File: config.mk
export PLATFORM = sky130hd
export DESIGN_NAME = msgFramer
export DESIGN_NICKNAME = d
export VERILOG_FILES = /design/src/verilog/debugPkg.sv /design/src/verilog/msgFramer.sv
export SDC_FILE = /design/constraint.sdc
export NUM_CORES = 1
export LEC_CHECK = 0
export BUFFER_PORTS_ARGS = -buffer_cell sky130_fd_sc_hd__buf_2
export CAP_MARGIN = 20
export CORE_AREA = 2 2 39 41
export DETAILED_ROUTE_END_ITERATION = 7
export DIE_AREA = 0 0 41 43
export PLACE_DENSITY = 0.57
export SETUP_SLACK_MARGIN = 0.5
export SYNTH_ARGS = -nofsm -noshare
export SYNTH_HDL_FRONTEND = slang
export SYNTH_SLANG_ARGS = --single-unit
File: constraint.sdc
create_clock -name clk -period 1.5 [get_ports clk]
set_input_delay 0.15 -clock clk [delete_from_list [all_inputs] [get_ports clk]]
set_output_delay 0.15 -clock clk [all_outputs]
set_load 0.005 [all_outputs]
File: src/verilog/debugPkg.sv
`default_nettype none

package debugPkg;

    // ============================================================
    // Widths with a meaning
    // ============================================================
    typedef logic [7:0]  byteT;
    typedef logic [9:0]  memAddrT;
    typedef logic [15:0] memWordT;
    // Remaining count of a reply, up to 256
    typedef logic [8:0]  msgLenT;

    // Sizes
    localparam int memWords   = 1024;
    localparam int fifoDepth  = 8;
    localparam int fifoPtrW   = $clog2(fifoDepth);
    localparam int chunkWords = 127;
    // Count byte of an echo frame comes out as 0xFF
    localparam msgLenT echoLen = 9'd256;

    // Command codes
    localparam byteT cmdNop     = 8'h00;
    localparam byteT cmdLedOff  = 8'h80;
    localparam byteT cmdLedOn   = 8'h81;
    localparam byteT cmdReadMem = 8'h82;

    // ============================================================
    // State machines
    // ============================================================
    typedef enum logic [2:0] {
        ctrlFill,
        ctrlAccept,
        ctrlExecute,
        ctrlReply,
        ctrlReadStart,
        ctrlReadRun,
        ctrlReadSend
    } ctrlStateT;

    typedef enum logic [1:0] {
        frmCmdByte,
        frmCountByte,
        frmWait,
        frmPayload
    } framerStateT;

    // Fill pattern, word a holds a XOR key
    localparam memWordT patternKey = 16'hA5C3;

    function automatic memWordT patternWord(memAddrT a);
        return memWordT'(a) ^ patternKey;
    endfunction

endpackage

`default_nettype wire

File: src/verilog/msgFramer.sv
`timescale 1ns/1ps
`default_nettype none

module msgFramer (
    input  wire                   clk,
    input  wire                   arstN,
    input  wire debugPkg::byteT   msg,
    input  wire debugPkg::msgLenT msgLen,
    input  wire                   outFull,
    output logic                  msgTake,
    output logic                  outPush,
    output debugPkg::byteT        outData
);
    import debugPkg::*;

    framerStateT state;
    msgLenT      lenMinusOne;

    // Count byte carries the remaining length less one
    assign lenMinusOne = msgLen - 9'd1;

    // ============================================================
    // Byte selection
    // ============================================================
    always_comb begin
        outPush = 1'b0;
        msgTake = 1'b0;
        outData = msg;
        case (state)
            // Nonzero length opens a frame
            frmCmdByte: begin
                outPush = (msgLen != '0) && !outFull;
            end
            frmCountByte: begin
                outData = lenMinusOne[7:0];
                outPush = !outFull;
                msgTake = !outFull;
            end
            frmPayload: begin
                outPush = !outFull;
                msgTake = !outFull;
            end
            // Controller updates msg and msgLen here
            default: begin
                outPush = 1'b0;
            end
        endcase
    end

    // Stalls in place while the output queue is full
    always_ff @(posedge clk or negedge arstN) begin
        if (!arstN) begin
            state <= frmCmdByte;
        end else begin
            case (state)
                frmCmdByte:   if (outPush) state <= frmCountByte;
                frmCountByte: if (outPush) state <= frmWait;
                frmPayload:   if (outPush) state <= frmWait;
                // Frame done once the count runs out
                default:      state <= (msgLen != '0) ? frmPayload : frmCmdByte;
            endcase
        end
    end

endmodule

`default_nettype wire

==> metrics.yaml <==
top_regs: "state x2"
final_cells: 111
grt.total_usage_pct: 14.04
crit_chain: "buf_8 > buf_12 > inv_12 > ha_4 > or4b_4 > o21bai_1 > a21oi_1 > buf_2"
status: "finished with violations"
die_y_um: 43
largest_reg_flops: 2
layout_commonest_cell: "buf_2"
clock-root-buffer: "clkbuf_4"
die_area_um2: 1763
syn_area_per_cell_um2: 6.882
cap_violations: 0
ys_seq_area_share_pct: 15.15
skew_ps: 8.602
finalSetupViolCount: 1
synthesis.nets: 70
synth_cells: 48
synth-simple-area-share_pct: 36.74
area_delta_synth_final_pct: 150.4
setup_tns_ps: -45.05
drt_pass1_iterations: 2
cts_buffers: 3
io_buffers: 29
synth_compound_area_share_pct: 29.55
cts_sinks: 2
drt_iter0_markers: 1
hp-class: "in -> async"
start_kind: "input port"
first_global_vias: 426
vias: 529
ir_drop_uv: 297.4
clkLatencyLatePin_ps: 230
arrival_ps: 1400
gp_congestion: 0.6678
violations: "setup timing"
crit_fanout: 2
avgRoutedWirePerCell_um: 12.23
via_per_inst: 4.766
dp_worst_setup_slack_ps: -46.83
stdcell_area_um2: 827.0
total_power_uw: 346.5
dpl-instance-area_um2: 594.3
grt_max_degree: 9
regMostFlops: "state"
layout-drive-gt1-share_pct: 71.58
clk_path_buf_depth: 2
nets: 119
multiInputGateArea_um2: 369.1
critical_path_required_ps: 1350
initial_utilization_pct: 23.87
dpl.cell_count: 99
ios: 30
synthMuxAreaShare_pct: 0
overflow: 0
fmax_mhz: 647.2
worst_pin_slew_ps: 210.6
p_leak_nw: 0.3782
ys_ff_latch: 2
fillers: 126
fin_crit_sh_pct: 103.0
coreArea_um2: 1384
max_stage_delay_ps: 470
critical_path.top_delay_family: "simple AND/OR/NAND/NOR gates"
yosys.area_share.adder_pct: 7.576
n_antenna_cell: 0
clk_transition_reported_paths_ps: 40
fin_ws_ps: -45.05
cp-end-kind: "primary output"
synth_top_family_by_area: "simple AND/OR/NAND/NOR gates"
drtAntennaViolNets: 0
netlist_area_um2: 330.3
regArea_um2: 50.05
synthDistinctLibCells: 23
synth-xor-area-share_pct: 5.303
cts_tree: "done"
dp_hpwl_um: 819.9
wl_mm: 1.358
htree_levels: 1
powerDensity_nw_per_um2: 419.0
ys_warn_count: 0
slew_headroom_pct: 85.84
fin_crit_ps: 1545
grt_first_pass_wirelength_mm: 1.656
rsz0062_at_grt: "true"
finalCoreUtilization_pct: 59.76
dieWidth_um: 41
timing.final.hold_violations: 0
cp_slowest_cell: "or4b_4"
final_cell_mix: "buf_2 (24), buf_4 (10), buf_6 (8), a31oi_1 (4), o21ai_1 (4)"
crit_buf_inv: 4
criticalPathCategory: "in -> out"
holdWs_ps: 224.8
row_count: 14
antenna_found_initial: 0
slew_viol_final: 0
drc: 0
-- report_power, final --
part           switching, mW  internal, mW  total (mW)
Combinational         0.0698        0.0959       0.166
Clock                 0.0343        0.0886       0.123
Sequential           0.00153        0.0564      0.0579
-- synth_stat cells --
cell,instances,area (µm²)
xor2_1,1,8.760
nor2_1,5,18.77
or3_1,3,18.77
inv_1,4,15.01
nor2b_1,1,6.260
ha_1,2,25.02
or4_1,1,7.510
o32a_2,1,11.26
or3_2,1,7.510
a21oi_1,2,10.01
dfrtp_1,2,50.05
o21ai_0,6,30.03
o21bai_1,1,7.510
nor3b_1,1,7.510
nand2_1,4,15.01
a31oi_1,4,25.02
or4b_2,1,10.01
nand2b_1,3,18.77
o31ai_1,1,7.510
clkbuf_1,1,3.750
o22ai_1,1,6.260
or4_4,1,11.26
xnor2_1,1,8.760
-- cells by family (layout without fill, tap and decap cells) --
group | Yosys count | after routing
AOI/OAI and AO/OA | 16 | 16
xor gates and xnor gates | 2 | 2
adders and majority gates | 2 | 2
buffers and inverters | 5 | 52
DFF | 2 | 2
and+or+nand+nor | 21 | 21
-- final cells by class --
class | instances | area share (%)
sequential | 2 | 6.051
timing repair buffer | 45 | 39.94
inverter | 4 | 4.236
multi-input combinational | 41 | 44.63
clock buffer | 3 | 2.723
tap | 16 | 2.421
-- layer usage --
| metal | wire (µm) | track usage (%) | vias to the layer above | share of wire, % |
|---|---|---|---|---|
| met5 | 0 | 0 | - | 0 |
| met4 | 0 | 10.00 | 0 | 0 |
| met3 | 74 | 3.665 | 0 | 5.4 |
| met2 | 714 | 19.69 | 17 | 53 |
| met1 | 570 | 17.63 | 239 | 42 |
| li1 | - | - | 273 | - |
-- worst reg2reg max path, delay by kind of cell, from the launching register on --
| kind | cells | cell delay, ps |
|---|---|---|
| DFF | 1 | 380 |
| buffers and inverters | 2 | 270 |
| AOI/OAI and AO/OA | 1 | 360 |
-- worst paths after layout --
| kind | start | endpoint | slack (ps) | depth (start not counted) |
|---|---|---|---|---|
| setup / recovery | msgLen[1] | outPush | -50 | 8 |
| hold / removal | arstN | state[1] | 220 | 2 |
| setup reg to reg | state[0] | state[1] | 380 | 3 |
| hold reg to reg | state[0] | state[1] | 770 | 3 |
| max in group asynchronous | arstN | state[0] | 1170 | 2 |
| min in group clk | outFull | state[0] | 350 | 4 |
-- timing repair --
| action | in CTS | in global routing |
|---|---|---|
| resized for setup | 16 | 18 |
| hold endpoints to repair | 2 | 0 |
| hold buffers | 1 | 0 |
| pin swaps | 9 | 13 |
| setup buffers | 6 | 2 |
| setup endpoints to repair | 12 | 12 |
| gates cloned | 0 | 0 |
Note: power is estimated with default switching activity, not from simulation.
