==> src/verilog/debugPkg.sv <==
`default_nettype none

package debugPkg;

    // ============================================================
    // Widths with a meaning
    // ============================================================
    typedef logic [7:0]  byteT;
    typedef logic [9:0]  memAddrT;
    typedef logic [15:0] memWordT;
    // Remaining count of a reply, up to 256
    typedef logic [8:0]  msgLenT;

    // Sizes
    localparam int memWords   = 1024;
    localparam int fifoDepth  = 8;
    localparam int fifoPtrW   = $clog2(fifoDepth);
    localparam int chunkWords = 127;
    // Count byte of an echo frame comes out as 0xFF
    localparam msgLenT echoLen = 9'd256;

    // Command codes
    localparam byteT cmdNop     = 8'h00;
    localparam byteT cmdLedOff  = 8'h80;
    localparam byteT cmdLedOn   = 8'h81;
    localparam byteT cmdReadMem = 8'h82;

    // ============================================================
    // State machines
    // ============================================================
    typedef enum logic [2:0] {
        ctrlFill,
        ctrlAccept,
        ctrlExecute,
        ctrlReply,
        ctrlReadStart,
        ctrlReadRun,
        ctrlReadSend
    } ctrlStateT;

    typedef enum logic [1:0] {
        frmCmdByte,
        frmCountByte,
        frmWait,
        frmPayload
    } framerStateT;

    // Fill pattern, word a holds a XOR key
    localparam memWordT patternKey = 16'hA5C3;

    function automatic memWordT patternWord(memAddrT a);
        return memWordT'(a) ^ patternKey;
    endfunction

endpackage

`default_nettype wire

==> src/verilog/serialShifter.sv <==
`timescale 1ns/1ps
`default_nettype none

module serialShifter (
    input  wire                 clk,
    input  wire                 arstN,
    input  wire                 debugCs,
    input  wire                 debugDi,
    output logic                debugDo,
    output logic                inPush,
    output debugPkg::byteT      inData,
    input  wire debugPkg::byteT outData,
    input  wire                 outEmpty,
    output logic                outPop
);
    import debugPkg::*;

    // ============================================================
    // Bit timing
    // ============================================================
    logic [2:0] bitCnt;
    logic       boundary;
    byteT       inShift;
    byteT       inByte;
    byteT       outShift;

    // Eighth bit of a byte is on the pins
    assign boundary = debugCs && (bitCnt == 3'd7);

    // Byte as it stands with the current bit included
    assign inByte = {inShift[6:0], debugDi};

    // MSB first
    assign debugDo = outShift[7];

    // Take the next reply byte only when one is waiting
    assign outPop = boundary && !outEmpty;

    // ============================================================
    // Shift registers
    // ============================================================
    always_ff @(posedge clk or negedge arstN) begin
        if (!arstN) begin
            bitCnt   <= '0;
            inShift  <= '0;
            outShift <= '0;
            inPush   <= 1'b0;
        end else begin
            inPush <= 1'b0;
            if (debugCs) begin
                bitCnt  <= bitCnt + 1'b1;
                inShift <= inByte;
                if (boundary) begin
                    // Zero bytes are idle filler from the host
                    inPush   <= (inByte != 8'h00);
                    // Idle link sends zeros
                    outShift <= outEmpty ? 8'h00 : outData;
                end else begin
                    outShift <= outShift << 1;
                end
            end
        end
    end

    // Byte handed to the input queue one cycle after its last bit
    always_ff @(posedge clk) begin
        if (boundary) begin
            inData <= inByte;
        end
    end

endmodule

`default_nettype wire

==> config.mk <==
export PLATFORM = sky130hd
export DESIGN_NAME = serialShifter
export DESIGN_NICKNAME = d
export VERILOG_FILES = /design/src/verilog/debugPkg.sv /design/src/verilog/serialShifter.sv
export SDC_FILE = /design/constraint.sdc
export NUM_CORES = 1
export LEC_CHECK = 0
export ABC_AREA = 1
export BUFFER_PORTS_ARGS = -buffer_cell sky130_fd_sc_hd__buf_2
export CAP_MARGIN = 20
export CORE_MARGIN = 2
export CORE_UTILIZATION = 40
export DETAILED_ROUTE_END_ITERATION = 10
export GPL_TIMING_DRIVEN = 0
export PLACE_DENSITY = 0.63
export SYNTH_ARGS = -nofsm -noshare
export SYNTH_HDL_FRONTEND = slang
export SYNTH_SLANG_ARGS = --single-unit
==> constraint.sdc <==
create_clock -name clk -period 2.2 [get_ports clk]
set_input_delay 0.22 -clock clk [delete_from_list [all_inputs] [get_ports clk]]
set_output_delay 0.22 -clock clk [all_outputs]
set_load 0.005 [all_outputs]
==> qor.yml, run 1 <==
grt_max_degree: 20
place_congestion: 0.7868
synthAdderAreaFrac: 0.02183
dieArea_sq_um: 3310
syn_avg_cell_area_sq_um: 9.318
hold_depth: 2
irDropWorstVdd_uv: 429.3
dpl.hpwl_mm: 1.412
cts_buffer_depth: 2
max_slew_margin: 0.7183
cp.required_ns: 1.98
hold_viol: 0
grt_setup_unrepaired: "no"
fill_cells: 268
switching_power_uw: 367.8
grt_pass1_vias: 784
ys_warn_count: 0
period_share: 0.7879
grt_use_total: 0.1330
antenna_left: 0
path_clk_slew_ns: 0.15
power_frac_seq: 0.575
clk_latency_ns: 0.32
cts_setup_buffers: 0
cap_violations: 0
arrival_ns: 1.51
drc: 0
synth_cells: 123
numCtsBuffers: 3
grt_pass1_wl_mm: 3.381
die_y_um: 57.53
routedWlPerCell_um: 10.48
fin_worst_skew_ns: 0.008591
p_comb_frac: 0.242
fin_setup_tns_ns: 0
drt_iter0_markers: 12
p_per_area_nw_per_um2: 892.4
period_needed_ns: 1.733
leakage_nw: 0.6769
synth-compound-area-share: 0.03821
synthesis.area_sq_um: 1146
fin_nets: 166
p_int_uw: 823.6
coreArea_sq_um: 2734
end_kind: "output port"
yosysSeqAreaShare: 0.6245
switching_share: 0.3087
grt-ovfl-total: 0
antenna_found_initial: 0
synth_xor_area_frac: 0.007642
die_w_um: 57.53
num_antenna_cells: 0
hold_buffers: 1
ctsResizeCount: 0
wl_mm: 1.897
path_max_fanout: 5
portBuffers: 22
ys_ff_latch: 27
rows: 19
clkSinkCount: 27
layout_commonest_cell: "nand2_1"
fin_util: 0.4883
htreeDepth: 1
vias_per_cell: 4.613
layout_common_cells: "nand2_1 (52), buf_2 (22), dfrtp_1 (19)"
cp-start-kind: "flop"
clockPowerShare: 0.182
drive_above_1_share: 0.2333
setup_violations: 0
start_util: 0.4192
vias: 835
syn_nets: 138
hold_class: "in -> reg"
maxSlewViolCount: 0
synthSimpleGateAreaFrac: 0.2391
area_delta_synth_final_pct: 16.48
worstRegToRegCells: 4
outcome: "finished clean"
synthMuxAreaShare: 0
cts_root_buf: "clkbuf_4"
synth_top_family_by_area: "simple AND/OR/NAND/NOR gates"
drtPass1Iterations: 4
worstSetupPathType: "reg -> out"
synth.distinct_cells: 14
fmax_mhz: 576.9
tritoncts: "built"
worst_slew_pin_slew_ns: 0.4226
ios: 24
[final cells by class]
type                            count  area (sq um)  area share
Buffer                              5         45.04     0.03374
Clock buffer                        3         22.52     0.01687
Clock inverter                      1         7.507    0.005623
Inverter                            9         33.78     0.02530
Multi-Input combinational cell     82         351.6      0.2634
Sequential cell                    27         715.7      0.5361
Tap cell                           31         38.79     0.02905
Timing Repair Buffer               23         120.1     0.08997
[Yosys cell counts]
library cell,n,share of area
inv_2,1,0.0033
buf_4,3,0.020
o21ai_2,1,0.0076
nor2_1,15,0.049
edfxtp_1,8,0.21
xor2_1,1,0.0076
nand3_1,2,0.0087
nand2_1,52,0.17
nor2_2,2,0.011
dfrtp_1,19,0.41
buf_6,2,0.020
o21ai_0,7,0.031
inv_1,8,0.026
ha_1,2,0.022
[flip-flops by register name (all words and copies together), names as in the netlist]
register	count
inData	8
outShift	8
inShift	7
bitCnt	3
inPush	1
[power by group through the flow]
stage | clock (mW) | sequential [mW] | combinational [mW]
final | 0.217 | 0.686 | 0.289
after global routing | 0.246 | 0.698 | 0.341
after CTS | 0.229 | 0.686 | 0.296
after detailed placement | 0 | 0.697 | 0.292
after global placement | 0 | 0.693 | 0.283
after floorplan | 0 | 0.688 | 0.211
[cell families (layout without fill, tap and decap cells)]
| family | Yosys count | after routing |
|---|---|---|
| simple gates | 71 | 71 |
| flops | 27 | 27 |
| buf+inv | 14 | 41 |
| compound gates | 8 | 8 |
| fa+ha+maj | 2 | 2 |
| xor+xnor | 1 | 1 |
[worst max-delay path, cell delays in order (launching register included)]
cell and delay (ns):
dfrtp_1 0.43, ha_1 0.21, ha_1 0.24, nand2_1 0.14
nor2_2 0.05, buf_2 0.12
[metrics by stage]
stage / power, mW / instances / cell area, sq um / hold slack (ns) / worst slack [ns]
3_3_place_gp: 0.9755 / 176 / 1295 / 0.1787 / 0.7361
4_1_cts: 1.212 / 181 / 1335 / 0.06949 / 0.4422
3_5_place_dp: 0.9895 / 176 / 1295 / 0.1840 / 0.7155
2_1_floorplan: 0.8984 / 123 / 1146 / -0.07559 / 0.8952
6_report: 1.191 / 181 / 1335 / 0.07931 / 0.4666
5_1_grt: 1.285 / 181 / 1335 / 0.06184 / 0.3701
[path summary, 6_finish.rpt]
| check | slack (ns) | startpoint | end |
|---|---|---|---|
| max | 0.47 | bitCnt[0] | outPop |
| min | 0.08 | debugCs | bitCnt[0] |
| max reg2reg | 0.70 | bitCnt[0] | inData[2] |
| min reg2reg | 0.50 | bitCnt[0] | bitCnt[0] |
| max in group asynchronous | 1.56 | arstN | inShift[1] |
| min in group asynchronous | 0.34 | arstN | outShift[7] |
[layer usage]
layer / track usage / up-vias / share of wire
met5: 0 / - / 0
met4: 0.04983 / 0 / 0.0063
met3: 0.02721 / 2 / 0.068
met2: 0.2224 / 29 / 0.50
met1: 0.1699 / 375 / 0.43
li1: - / 429 / -
(Power assumes the default switching activity.)
==> inputs of run 2 (changes only) <==
==> constraint.sdc (replaced) <==
create_clock -name clk -period 1.7 [get_ports clk]
set_input_delay 0.17 -clock clk [delete_from_list [all_inputs] [get_ports clk]]
set_output_delay 0.17 -clock clk [all_outputs]
set_load 0.005 [all_outputs]
==> qor.yml, run 2 (synthesis results as in run 1) <==
outcome: "finished clean"
drc: 0  # unchanged
period_needed_ns: 1.584
worstSetupPathType: "reg -> out"
placed_area_sq_um: 1295  # unchanged
layout_common_cells: "nand2_1 (51), buf_2 (22), dfrtp_1 (19)"
irDropWorstVdd_uv: 559.4  # +30%
hold_class: "in -> reg"
max_stage_delay_ns: 0.42  # about the same
grt_max_degree: 20  # unchanged
p_int_mw: 1.084  # +32%
grt_pass1_vias: 784  # unchanged
drt_iter0_markers: 11  # -1
vias: 837  # +0.24%
p_comb_frac: 0.255  # +0.013
clkSinkCount: 27  # unchanged
num_antenna_cells: 0  # unchanged
r2r_start: "bitCnt[0]"
clockPowerShare: 0.178  # -0.004
coreArea_sq_um: 2734  # unchanged
grt_pass1_wl_mm: 3.387  # +0.18%
cap_violations: 0  # unchanged
worstPathCellList: "ha_1 -> ha_2 -> nand2_2 -> nor2_2 -> buf_2"
multi_input_area_sq_um: 356.6  # +1.4%
r2r-end: "inData[2]"
drtPass1Iterations: 6  # +2
numCtsBuffers: 3  # unchanged
switching_power_uw: 478.9  # +30%
period_share: 0.9320
setup_violations: 0  # unchanged
portBuffers: 22  # unchanged
cp-start-kind: "flop"
antenna_found_initial: 0  # unchanged
grt_use_total: 0.1330  # unchanged
cp-endpoint: "outPop"
worst_slew_pin_slew_ns: 0.4260  # +0.003392 ns
fin_worst_skew_ns: 0.008499  # -0.00009234 ns
switching_share: 0.3065  # -0.002228
start_util: 0.4192  # unchanged
dpl.hpwl_mm: 1.412  # unchanged
grt_setup_unrepaired: "no"
die_w_um: 57.53  # unchanged
power_frac_seq: 0.567  # -0.008
cts_root_buf: "clkbuf_4"
antenna_left: 0  # unchanged
htreeDepth: 1  # unchanged
final_area_sq_um: 1348  # +0.94%
fin_nets: 167  # +0.60%
fin_setup_tns_ns: 0  # unchanged
max_slew_margin: 0.7160  # -0.002261
critical_path_buf_inv_count: 1  # unchanged
leakage_nw: 0.6801  # +0.48%
wl_mm: 1.905  # +0.42%
seq_area_sq_um: 715.7  # unchanged
rows: 19  # unchanged
clk_latency_ns: 0.32  # about the same
place_congestion: 0.7868  # unchanged
routedWlPerCell_um: 10.47  # -0.13%
ios: 24  # unchanged
hold_viol: 0  # unchanged
cp.depth: 5  # unchanged
dieArea_sq_um: 3310  # unchanged
cts_buffer_depth: 2  # unchanged
maxSlewViolCount: 0  # unchanged
vias_per_cell: 4.599  # -0.31%
cp.required_ns: 1.53  # -0.45 ns
fmax_mhz: 631.2
crit_path_start: "bitCnt[0]"
drive_above_1_share: 0.2517  # +0.01832
end_kind: "output port"
die_y_um: 57.53  # unchanged
arrival_ns: 1.41  # -0.10 ns
r2r_setup_slack_ns: 0.29  # -0.41 ns
fill_cells: 268  # unchanged
top_regs: "inData (8), outShift (8), inShift (7)"
path_clk_slew_ns: 0.15  # about the same
area_delta_synth_final_pct: 17.58
layout_commonest_cell: "nand2_1"
tritoncts: "built"
path_max_fanout: 5  # unchanged
cp_top_family: "flip-flops"
p_per_area_nw_per_um2: 1160  # +30%
worstRegToRegCells: 4  # unchanged
grt-ovfl-total: 0  # unchanged
slowest_stage: "dfrtp_1"
-- run 2: changes by cell type in the layout (fill, tap and decap cells not counted), sizes merged --
cell / before / now
buf: 27 / 28
-- run 2: worst reg2reg max path, cell delays in order (launching register included) --
cell     delay [ns]
dfrtp_1        0.39
ha_1           0.17
ha_2           0.23
nand2_2        0.09
inv_1          0.24
-- run 2: stage by stage --
stage | hold slack, ns | worst slack [ns] | utilization | power [mW] | std cells
final | 0.03472 | 0.1156 | 0.4929 | 1.563 | 182
after floorplan | -0.1256 | 0.3952 | - | 1.163 | 123
after global routing | 0.01597 | 0.01771 | 0.4929 | 1.688 | 182
after global placement | 0.1287 | 0.2361 | 0.4737 | 1.262 | 176
after CTS | 0.02350 | 0.01975 | 0.4892 | 1.570 | 181
after detailed placement | 0.1340 | 0.2155 | 0.4737 | 1.281 | 176
-- run 2: how the worst min path moves through the flow --
stage | startpoint | cells after the start | slack [ns] | to
after floorplan | arstN | 0 | -0.13 | bitCnt[0]
after global placement | arstN | 1 | 0.13 | outShift[7]
after detailed placement | arstN | 1 | 0.13 | outShift[7]
after CTS | debugCs | 2 | 0.02 | bitCnt[0]
after global routing | debugCs | 2 | 0.02 | bitCnt[0]
final | debugCs | 2 | 0.03 | bitCnt[0]
-- run 2: cell type report --
type | count | area share
Sequential cell | 27 | 0.5311
Multi-Input combinational cell | 82 | 0.2646
Timing Repair Buffer | 24 | 0.09471
Buffer | 5 | 0.03343
Tap cell | 31 | 0.02878
Inverter | 9 | 0.02507
Clock buffer | 3 | 0.01671
Clock inverter | 1 | 0.005571
-- run 2: repair_timing --
item                                    in CTS  in global routing
endpoints found under the hold margin       19                  0
buffers inserted                             0                  1
hold buffers                                 1                  0
resized for setup                            1                  1
endpoints found under the setup margin       1                  1
-- run 2: power by group through the flow --
stage               Combinational, mW  Sequential (mW)  Clock (mW)
finish                          0.398            0.886       0.279
global route                    0.468            0.903       0.318
CTS                             0.385            0.888       0.297
detailed placement              0.378            0.902           0
global placement                0.366            0.897           0
floorplan                       0.273            0.890           0
-- run 2: routing by layer --
layer / vias up / track usage / share of wire
met5: - / 0 / 0
met3: 2 / 0.02721 / 0.055
li1: 431 / - / -
met1: 382 / 0.1699 / 0.44
met4: 0 / 0.04983 / 0.0063
met2: 22 / 0.2224 / 0.50
