===== src/verilog/debugPkg.sv =====
`default_nettype none

package debugPkg;

    // ============================================================
    // Widths with a meaning
    // ============================================================
    typedef logic [7:0]  byteT;
    typedef logic [9:0]  memAddrT;
    typedef logic [15:0] memWordT;
    // Remaining count of a reply, up to 256
    typedef logic [8:0]  msgLenT;

    // Sizes
    localparam int memWords   = 1024;
    localparam int fifoDepth  = 8;
    localparam int fifoPtrW   = $clog2(fifoDepth);
    localparam int chunkWords = 127;
    // Count byte of an echo frame comes out as 0xFF
    localparam msgLenT echoLen = 9'd256;

    // Command codes
    localparam byteT cmdNop     = 8'h00;
    localparam byteT cmdLedOff  = 8'h80;
    localparam byteT cmdLedOn   = 8'h81;
    localparam byteT cmdReadMem = 8'h82;

    // ============================================================
    // State machines
    // ============================================================
    typedef enum logic [2:0] {
        ctrlFill,
        ctrlAccept,
        ctrlExecute,
        ctrlReply,
        ctrlReadStart,
        ctrlReadRun,
        ctrlReadSend
    } ctrlStateT;

    typedef enum logic [1:0] {
        frmCmdByte,
        frmCountByte,
        frmWait,
        frmPayload
    } framerStateT;

    // Fill pattern, word a holds a XOR key
    localparam memWordT patternKey = 16'hA5C3;

    function automatic memWordT patternWord(memAddrT a);
        return memWordT'(a) ^ patternKey;
    endfunction

endpackage

`default_nettype wire


===== src/verilog/memReqIf.sv =====
`timescale 1ns/1ps
`default_nettype none

interface memReqIf;
    import debugPkg::*;

    // Request side
    logic    reqValid;
    memAddrT addr;
    logic    we;
    memWordT wdata;
    logic    reqReady;

    // Read return, one cycle after accept
    memWordT rdata;
    logic    rdValid;

    modport controller (
        output reqValid, addr, we, wdata,
        input  reqReady, rdata, rdValid
    );

    modport memory (
        input  reqValid, addr, we, wdata,
        output reqReady, rdata, rdValid
    );

endinterface

`default_nettype wire


===== src/verilog/cmdController.sv =====
`timescale 1ns/1ps
`default_nettype none

module cmdController (
    input  wire                 clk,
    input  wire                 arstN,
    input  wire debugPkg::byteT cmd,
    input  wire                 cmdReady,
    output logic                cmdTake,
    output debugPkg::byteT      msg,
    output debugPkg::msgLenT    msgLen,
    input  wire                 msgTake,
    output logic                ledOn,
    memReqIf.controller         mem
);
    import debugPkg::*;

    ctrlStateT   state;
    byteT        cmdReg;
    // Two bytes per word, 254 used at most
    byteT        readBuf [256];
    logic [7:0]  bufLen;
    logic [7:0]  sendIdx;
    logic [7:0]  reqLeft;
    logic [7:0]  recvLeft;
    logic [10:0] wordsLeft;
    logic [7:0]  chunkLen;
    msgLenT      lenMinusOne;

    assign cmdTake     = (state == ctrlAccept) && cmdReady;
    assign lenMinusOne = msgLen - 9'd1;
    // Fill data follows the address
    assign mem.wdata   = patternWord(mem.addr);

    // Words to go before the address wraps
    assign wordsLeft = 11'(memWords) - {1'b0, mem.addr};
    assign chunkLen  = (wordsLeft > 11'(chunkWords)) ? 8'(chunkWords) : wordsLeft[7:0];

    // Read data lands low byte first
    always_ff @(posedge clk) begin
        if (state == ctrlReadRun && mem.rdValid) begin
            readBuf[bufLen]        <= mem.rdata[7:0];
            readBuf[bufLen + 8'd1] <= mem.rdata[15:8];
        end
    end

    // ============================================================
    // Main FSM
    // ============================================================
    always_ff @(posedge clk or negedge arstN) begin
        if (!arstN) begin
            state        <= ctrlFill;
            cmdReg       <= '0;
            msg          <= '0;
            msgLen       <= '0;
            ledOn        <= 1'b0;
            bufLen       <= '0;
            sendIdx      <= '0;
            reqLeft      <= '0;
            recvLeft     <= '0;
            mem.reqValid <= 1'b0;
            mem.addr     <= '0;
            mem.we       <= 1'b0;
        end else begin
            case (state)
                // Write pattern to every word, addr wraps to 0 at the end
                ctrlFill: begin
                    if (!mem.reqValid) begin
                        mem.reqValid <= 1'b1;
                        mem.we       <= 1'b1;
                    end else if (mem.reqReady) begin
                        mem.addr <= mem.addr + 1'b1;
                        if (mem.addr == memAddrT'(memWords - 1)) begin
                            mem.reqValid <= 1'b0;
                            mem.we       <= 1'b0;
                            state        <= ctrlAccept;
                        end
                    end
                end
                ctrlAccept: begin
                    if (cmdTake) begin
                        cmdReg <= cmd;
                        state  <= ctrlExecute;
                    end
                end
                ctrlExecute: begin
                    // Echo frame unless overridden below
                    msg    <= cmdReg;
                    msgLen <= echoLen;
                    state  <= ctrlReply;
                    case (cmdReg)
                        cmdLedOff: ledOn <= 1'b0;
                        cmdLedOn:  ledOn <= 1'b1;
                        // Nop has no reply
                        cmdNop: begin
                            msgLen <= '0;
                            state  <= ctrlAccept;
                        end
                        cmdReadMem: begin
                            msgLen   <= '0;
                            mem.addr <= '0;
                            state    <= ctrlReadStart;
                        end
                        default: ;
                    endcase
                end
                // Echo payload counts down
                ctrlReply: begin
                    if (msgTake) begin
                        msg    <= lenMinusOne[7:0];
                        msgLen <= lenMinusOne;
                        if (msgLen == 9'd1) begin
                            state <= ctrlAccept;
                        end
                    end
                end
                ctrlReadStart: begin
                    mem.reqValid <= 1'b1;
                    reqLeft      <= chunkLen;
                    recvLeft     <= chunkLen;
                    bufLen       <= '0;
                    state        <= ctrlReadRun;
                end
                ctrlReadRun: begin
                    // Issue side
                    if (mem.reqValid && mem.reqReady && reqLeft != '0) begin
                        mem.addr <= mem.addr + 1'b1;
                        reqLeft  <= reqLeft - 8'd1;
                        if (reqLeft == 8'd1) begin
                            mem.reqValid <= 1'b0;
                        end
                    end
                    // Return side, frame opens on the last word
                    if (mem.rdValid) begin
                        bufLen   <= bufLen + 8'd2;
                        recvLeft <= recvLeft - 8'd1;
                        if (recvLeft == 8'd1) begin
                            msg     <= cmdReadMem;
                            msgLen  <= msgLenT'(bufLen) + 9'd3;
                            sendIdx <= '0;
                            state   <= ctrlReadSend;
                        end
                    end
                end
                ctrlReadSend: begin
                    if (msgTake) begin
                        msg     <= readBuf[sendIdx];
                        sendIdx <= sendIdx + 8'd1;
                        msgLen  <= lenMinusOne;
                        // Done once the address has wrapped
                        if (msgLen == 9'd1) begin
                            state <= (mem.addr == '0) ? ctrlAccept : ctrlReadStart;
                        end
                    end
                end
                default: state <= ctrlAccept;
            endcase
        end
    end

endmodule

`default_nettype wire


===== src/flat_wrapper.sv =====
// flat-port wrapper written by rule: the top's interface ports become plain ports
module cmdController_flat import debugPkg::*;
  (clk, arstN, cmd, cmdReady, cmdTake, msg, msgLen, msgTake, ledOn, mem_reqValid, mem_addr, mem_we, mem_wdata, mem_reqReady, mem_rdata, mem_rdValid);
  memReqIf mem_i ();
  input  wire clk;
  input  wire arstN;
  input  wire debugPkg::byteT cmd;
  input  wire cmdReady;
  output logic cmdTake;
  output debugPkg::byteT msg;
  output debugPkg::msgLenT msgLen;
  input  wire msgTake;
  output logic ledOn;
  output wire logic [$bits(mem_i.reqValid)-1:0] mem_reqValid;
  output wire logic [$bits(mem_i.addr)-1:0] mem_addr;
  output wire logic [$bits(mem_i.we)-1:0] mem_we;
  output wire logic [$bits(mem_i.wdata)-1:0] mem_wdata;
  input wire logic [$bits(mem_i.reqReady)-1:0] mem_reqReady;
  input wire logic [$bits(mem_i.rdata)-1:0] mem_rdata;
  input wire logic [$bits(mem_i.rdValid)-1:0] mem_rdValid;
  assign mem_reqValid = mem_i.reqValid;
  assign mem_addr = mem_i.addr;
  assign mem_we = mem_i.we;
  assign mem_wdata = mem_i.wdata;
  assign mem_i.reqReady = mem_reqReady;
  assign mem_i.rdata = mem_rdata;
  assign mem_i.rdValid = mem_rdValid;
  cmdController u_core (.clk(clk), .arstN(arstN), .cmd(cmd), .cmdReady(cmdReady), .cmdTake(cmdTake), .msg(msg), .msgLen(msgLen), .msgTake(msgTake), .ledOn(ledOn), .mem(mem_i));
endmodule

===== config.mk =====
export PLATFORM = sky130hd
export DESIGN_NAME = cmdController_flat
export DESIGN_NICKNAME = d
export VERILOG_FILES = /design/src/verilog/debugPkg.sv /design/src/verilog/memReqIf.sv /design/src/verilog/cmdController.sv /design/src/flat_wrapper.sv
export SDC_FILE = /design/constraint.sdc
export NUM_CORES = 2
export LEC_CHECK = 0
export BUFFER_PORTS_ARGS = -buffer_cell sky130_fd_sc_hd__buf_2
export CAP_MARGIN = 15
export CORE_ASPECT_RATIO = 1.4
export CORE_MARGIN = 2
export CORE_UTILIZATION = 45
export CTS_BUF_LIST = sky130_fd_sc_hd__clkbuf_4 sky130_fd_sc_hd__clkbuf_8
export CTS_CLUSTER_SIZE = 40
export DETAILED_ROUTE_END_ITERATION = 6
export HOLD_SLACK_MARGIN = 0.1
export SETUP_SLACK_MARGIN = 0.02
export SLEW_MARGIN = 15
export SYNTH_ARGS = -nofsm -noshare
export SYNTH_HDL_FRONTEND = slang
export SYNTH_SLANG_ARGS = --single-unit
export TNS_END_PERCENT = 1

===== constraint.sdc =====
create_clock -name clk -period 7.6 [get_ports clk]
set_clock_uncertainty 0.15 [all_clocks]
set_input_delay 1.52 -clock clk [delete_from_list [all_inputs] [get_ports clk]]
set_output_delay 1.52 -clock clk [all_outputs]
set_load 0.005 [all_outputs]

==> flow_summary.ini <==
[clocking]
cts_tree = done
cts.path.max_buffers = 4
clock-sinks = 2120
cts_max_level = 5
insertion_delay_ns = 0.95
post_cts_resized = 0
post-cts-setup-buffer-count = 0
cts_made_buffers = 324
cts.hold.buffers_added = 0
clock_tree.root_cell = clkbuf_8
clkSlewWorstSetupHoldPaths_ns = 0.06

[detailed_routing]
drt_iter0_markers = 5557
drt-wirelength-per-cell_um = 31.5
viasPerCell = 6.05
total_vias_in_the_final_route = 54400
post-route-drc-count = 0
routed_wirelength_mm = 283
drtPass1Iterations = 6
number_of_routed_nets_with_antenna_violations = 0

[power]
peakVddDrop_uv = 203
power_density_nw_per_um2 = 261
static-leakage-power_uw = 0.0338

[sta]
totalNegativeSetupSlack_ns = 0
worst-slew-pin-transition_ns = 1.24
slew-limit-headroom = 0.175
fin_hold_ws_ns = 0.338
final_period_minus_worst_setup_slack_ns = 5.01
fmax_mhz = 199
finalWorstSetupSlack_ns = 2.59
post-route-period-util = 0.660
timing.final.setup_violations = 0
report.final.slew_viol_count = 0
grt_setup_unrepaired = no
hold_viol_final = 0

[place]
io_buffer_count = 70
routabilityCongestion = 0.855
placed_cells = 8398
detailedPlacementHpwl_mm = 164
pre_cts_setup_slack_ns = 2.54

[setup_path]
total_buffers_and_inverters_traversed_by_the_critical_path = 0
critical_path.slowest_cell = nor2_2
path_class = register to register
r2r_slack_ns = 2.59
timing.critical_path.cells = nand2_1 > nor2_2 > nand2_1 > nor3b_2 > nand3_1 > nor2_2 > mux2_2
critical_path_peak_fanout = 26
critPathMaxStageDelay_ns = 0.98
worstSetupStartpointType = register
path_depth = 7
worstSetupEndpointType = register
worst-r2r-cell-count = 7
worst-endpoint-required_ns = 8.12
timing.critical_path.arrival_ns = 5.53
cp_top_family = simple AND/OR/NAND/NOR gates

[yosys]
synth_top_cells_by_area = edfxtp_1, mux2_2, mux4_2
synth_largest_type_area_fraction = 0.607
ys_async_sr_fraction = 0.0340
seq_area_frac_synth = 0.625
synth-edff-count = 2048
combined_area_of_all_synthesized_cells_um2 = 101000
synth_most_common_cell = edfxtp_1
synth_area_per_cell_um2 = 14.9
synth-warning-count = 0
yosys_register_bits = 2120
count_of_cell_types_in_the_netlist = 81
synth_top_flop_cell = edfxtp_1
post-synth-top-area-cell = edfxtp_1
synth.cells.most_frequent = edfxtp_1, clkbuf_1, mux2_2
postSynthCellCount = 6813

[finish]
layout-drive-gt1-share = 0.377
stdcell_count = 8983
num-fill-cells = 19100
areaGrowthSynthToFinish_pct = 5.11
layout.nets = 5751
finish.utilization = 0.474

[floorplan]
start_util = 0.451
floorplan.die.height_um = 565
count_of_pins_on_the_block_boundary = 77
die_area_um2 = 229000
core-area_um2 = 224000
chipWidth_um = 405
rows = 206

[grt]
maximum_number_of_pins_on_one_net_before_global_route_repair = 186
wire_length_of_the_first_global_routing_pass_mm = 402
globalRouteTotalUtil = 0.244
grt.overflow.total = 0
grt_antenna_before_repair = 8
grt_pass1_vias = 55100

[flow_run]
maxCapViolations = 0

[worst_hold_path]
hold_depth = 1
min_path_type = register to register

[run_status]
status = finished clean
[through the flow]
stage / cell area (um^2) / total power (uW)
floorplan: 101000 / 17100
global placement: 100000 / 18600
detailed placement: 100000 / 18600
CTS: 106000 / 28000
global route: 106000 / 28700
finish: 107000 / 27900
[cells in the final DEF (no fill, tap or decap), types with 30 or more instances in the layout]
| cell | Yosys | layout |
|---|---|---|
| clkbuf_4 | 0 | 101 |
| a22oi_1 | 33 | 33 |
| edfxtp_1 | 2048 | 2048 |
| mux4_2 | 405 | 405 |
| o22ai_1 | 55 | 55 |
| o221ai_1 | 107 | 107 |
| inv_1 | 101 | 100 |
| clkinv_1 | 0 | 83 |
| nor2_1 | 216 | 213 |
| buf_4 | 38 | 117 |
| clkinv_2 | 0 | 33 |
| buf_2 | 41 | 53 |
| nand2_1 | 160 | 157 |
| o21ai_0 | 78 | 78 |
| clkbuf_8 | 0 | 336 |
| nor3_1 | 64 | 61 |
| a21oi_1 | 101 | 101 |
| mux2_2 | 1040 | 1040 |
| mux2i_1 | 282 | 282 |
| nor2_2 | 49 | 52 |
| dfrtp_1 | 72 | 68 |
| nand3_1 | 32 | 30 |
[metal layers]
metal / GRT usage / share of wire / vias up
met5: 0 / 0.000039 / -
met4: 0.106 / 0.046 / 2
met2: 0.418 / 0.50 / 2102
met3: 0.0391 / 0.063 / 484
met1: 0.305 / 0.39 / 29000
li1: - / - / 22800
[cell families (layout without fill, tap and decap cells)]
| logic type | after synthesis | in the layout | share of synthesized area |
|---|---|---|---|
| flops | 2120 | 2120 | 0.625 |
| buf+inv | 1742 | 886 | 0.0706 |
| mux | 1727 | 1727 | 0.233 |
| simple gates | 653 | 653 | 0.0307 |
| compound gates | 524 | 524 | 0.0360 |
| xor+xnor | 31 | 31 | 0.00268 |
| fa+ha+maj | 14 | 14 | 0.00170 |
| other cells | 2 | 12 | 0.0000741 |
[layout make-up]
type	instances	area, um^2	share of cell area
Antenna cell	6	15.0	0.000141
Multi-Input combinational cell	2955	31000	0.291
Timing Repair Buffer	204	1710	0.0160
Clock inverter	142	921	0.00865
Clock buffer	437	5380	0.0505
Sequential cell	2120	63300	0.595
Inverter	103	394	0.00370
Tap cell	3016	3770	0.0354
[power by group]
part	switching [uW]	internal, uW
clock network	4510	4950
registers	266	12900
logic	3100	2100
total	7870	20000
[flip-flops by register name (all words and copies together) (netlist names)]
signal and cells:
u_core.readBuf 2048, u_core.mem.addr 10, u_core.msgLen 9, u_core.cmdReg 8, u_core.msg 8, u_core.recvLeft 8
u_core.reqLeft 8, u_core.sendIdx 8, u_core.bufLen 7, u_core.state 3, u_core.ledOn 1, u_core.mem.reqValid 1
u_core.mem.we 1
[worst paths after layout]
| check | start | endpoint |
|---|---|---|
| min | u_core.reqLeft[6] | u_core.reqLeft[6] |
| min reg2reg | u_core.reqLeft[6] | u_core.reqLeft[6] |
| max | u_core.state[2] | u_core.readBuf[233][7] |
| max reg2reg | u_core.state[2] | u_core.readBuf[233][7] |
| min in group asynchronous | arstN | u_core.mem.addr[0] |
| max in group asynchronous | arstN | u_core.sendIdx[1] |
(Power assumes the default switching activity.)
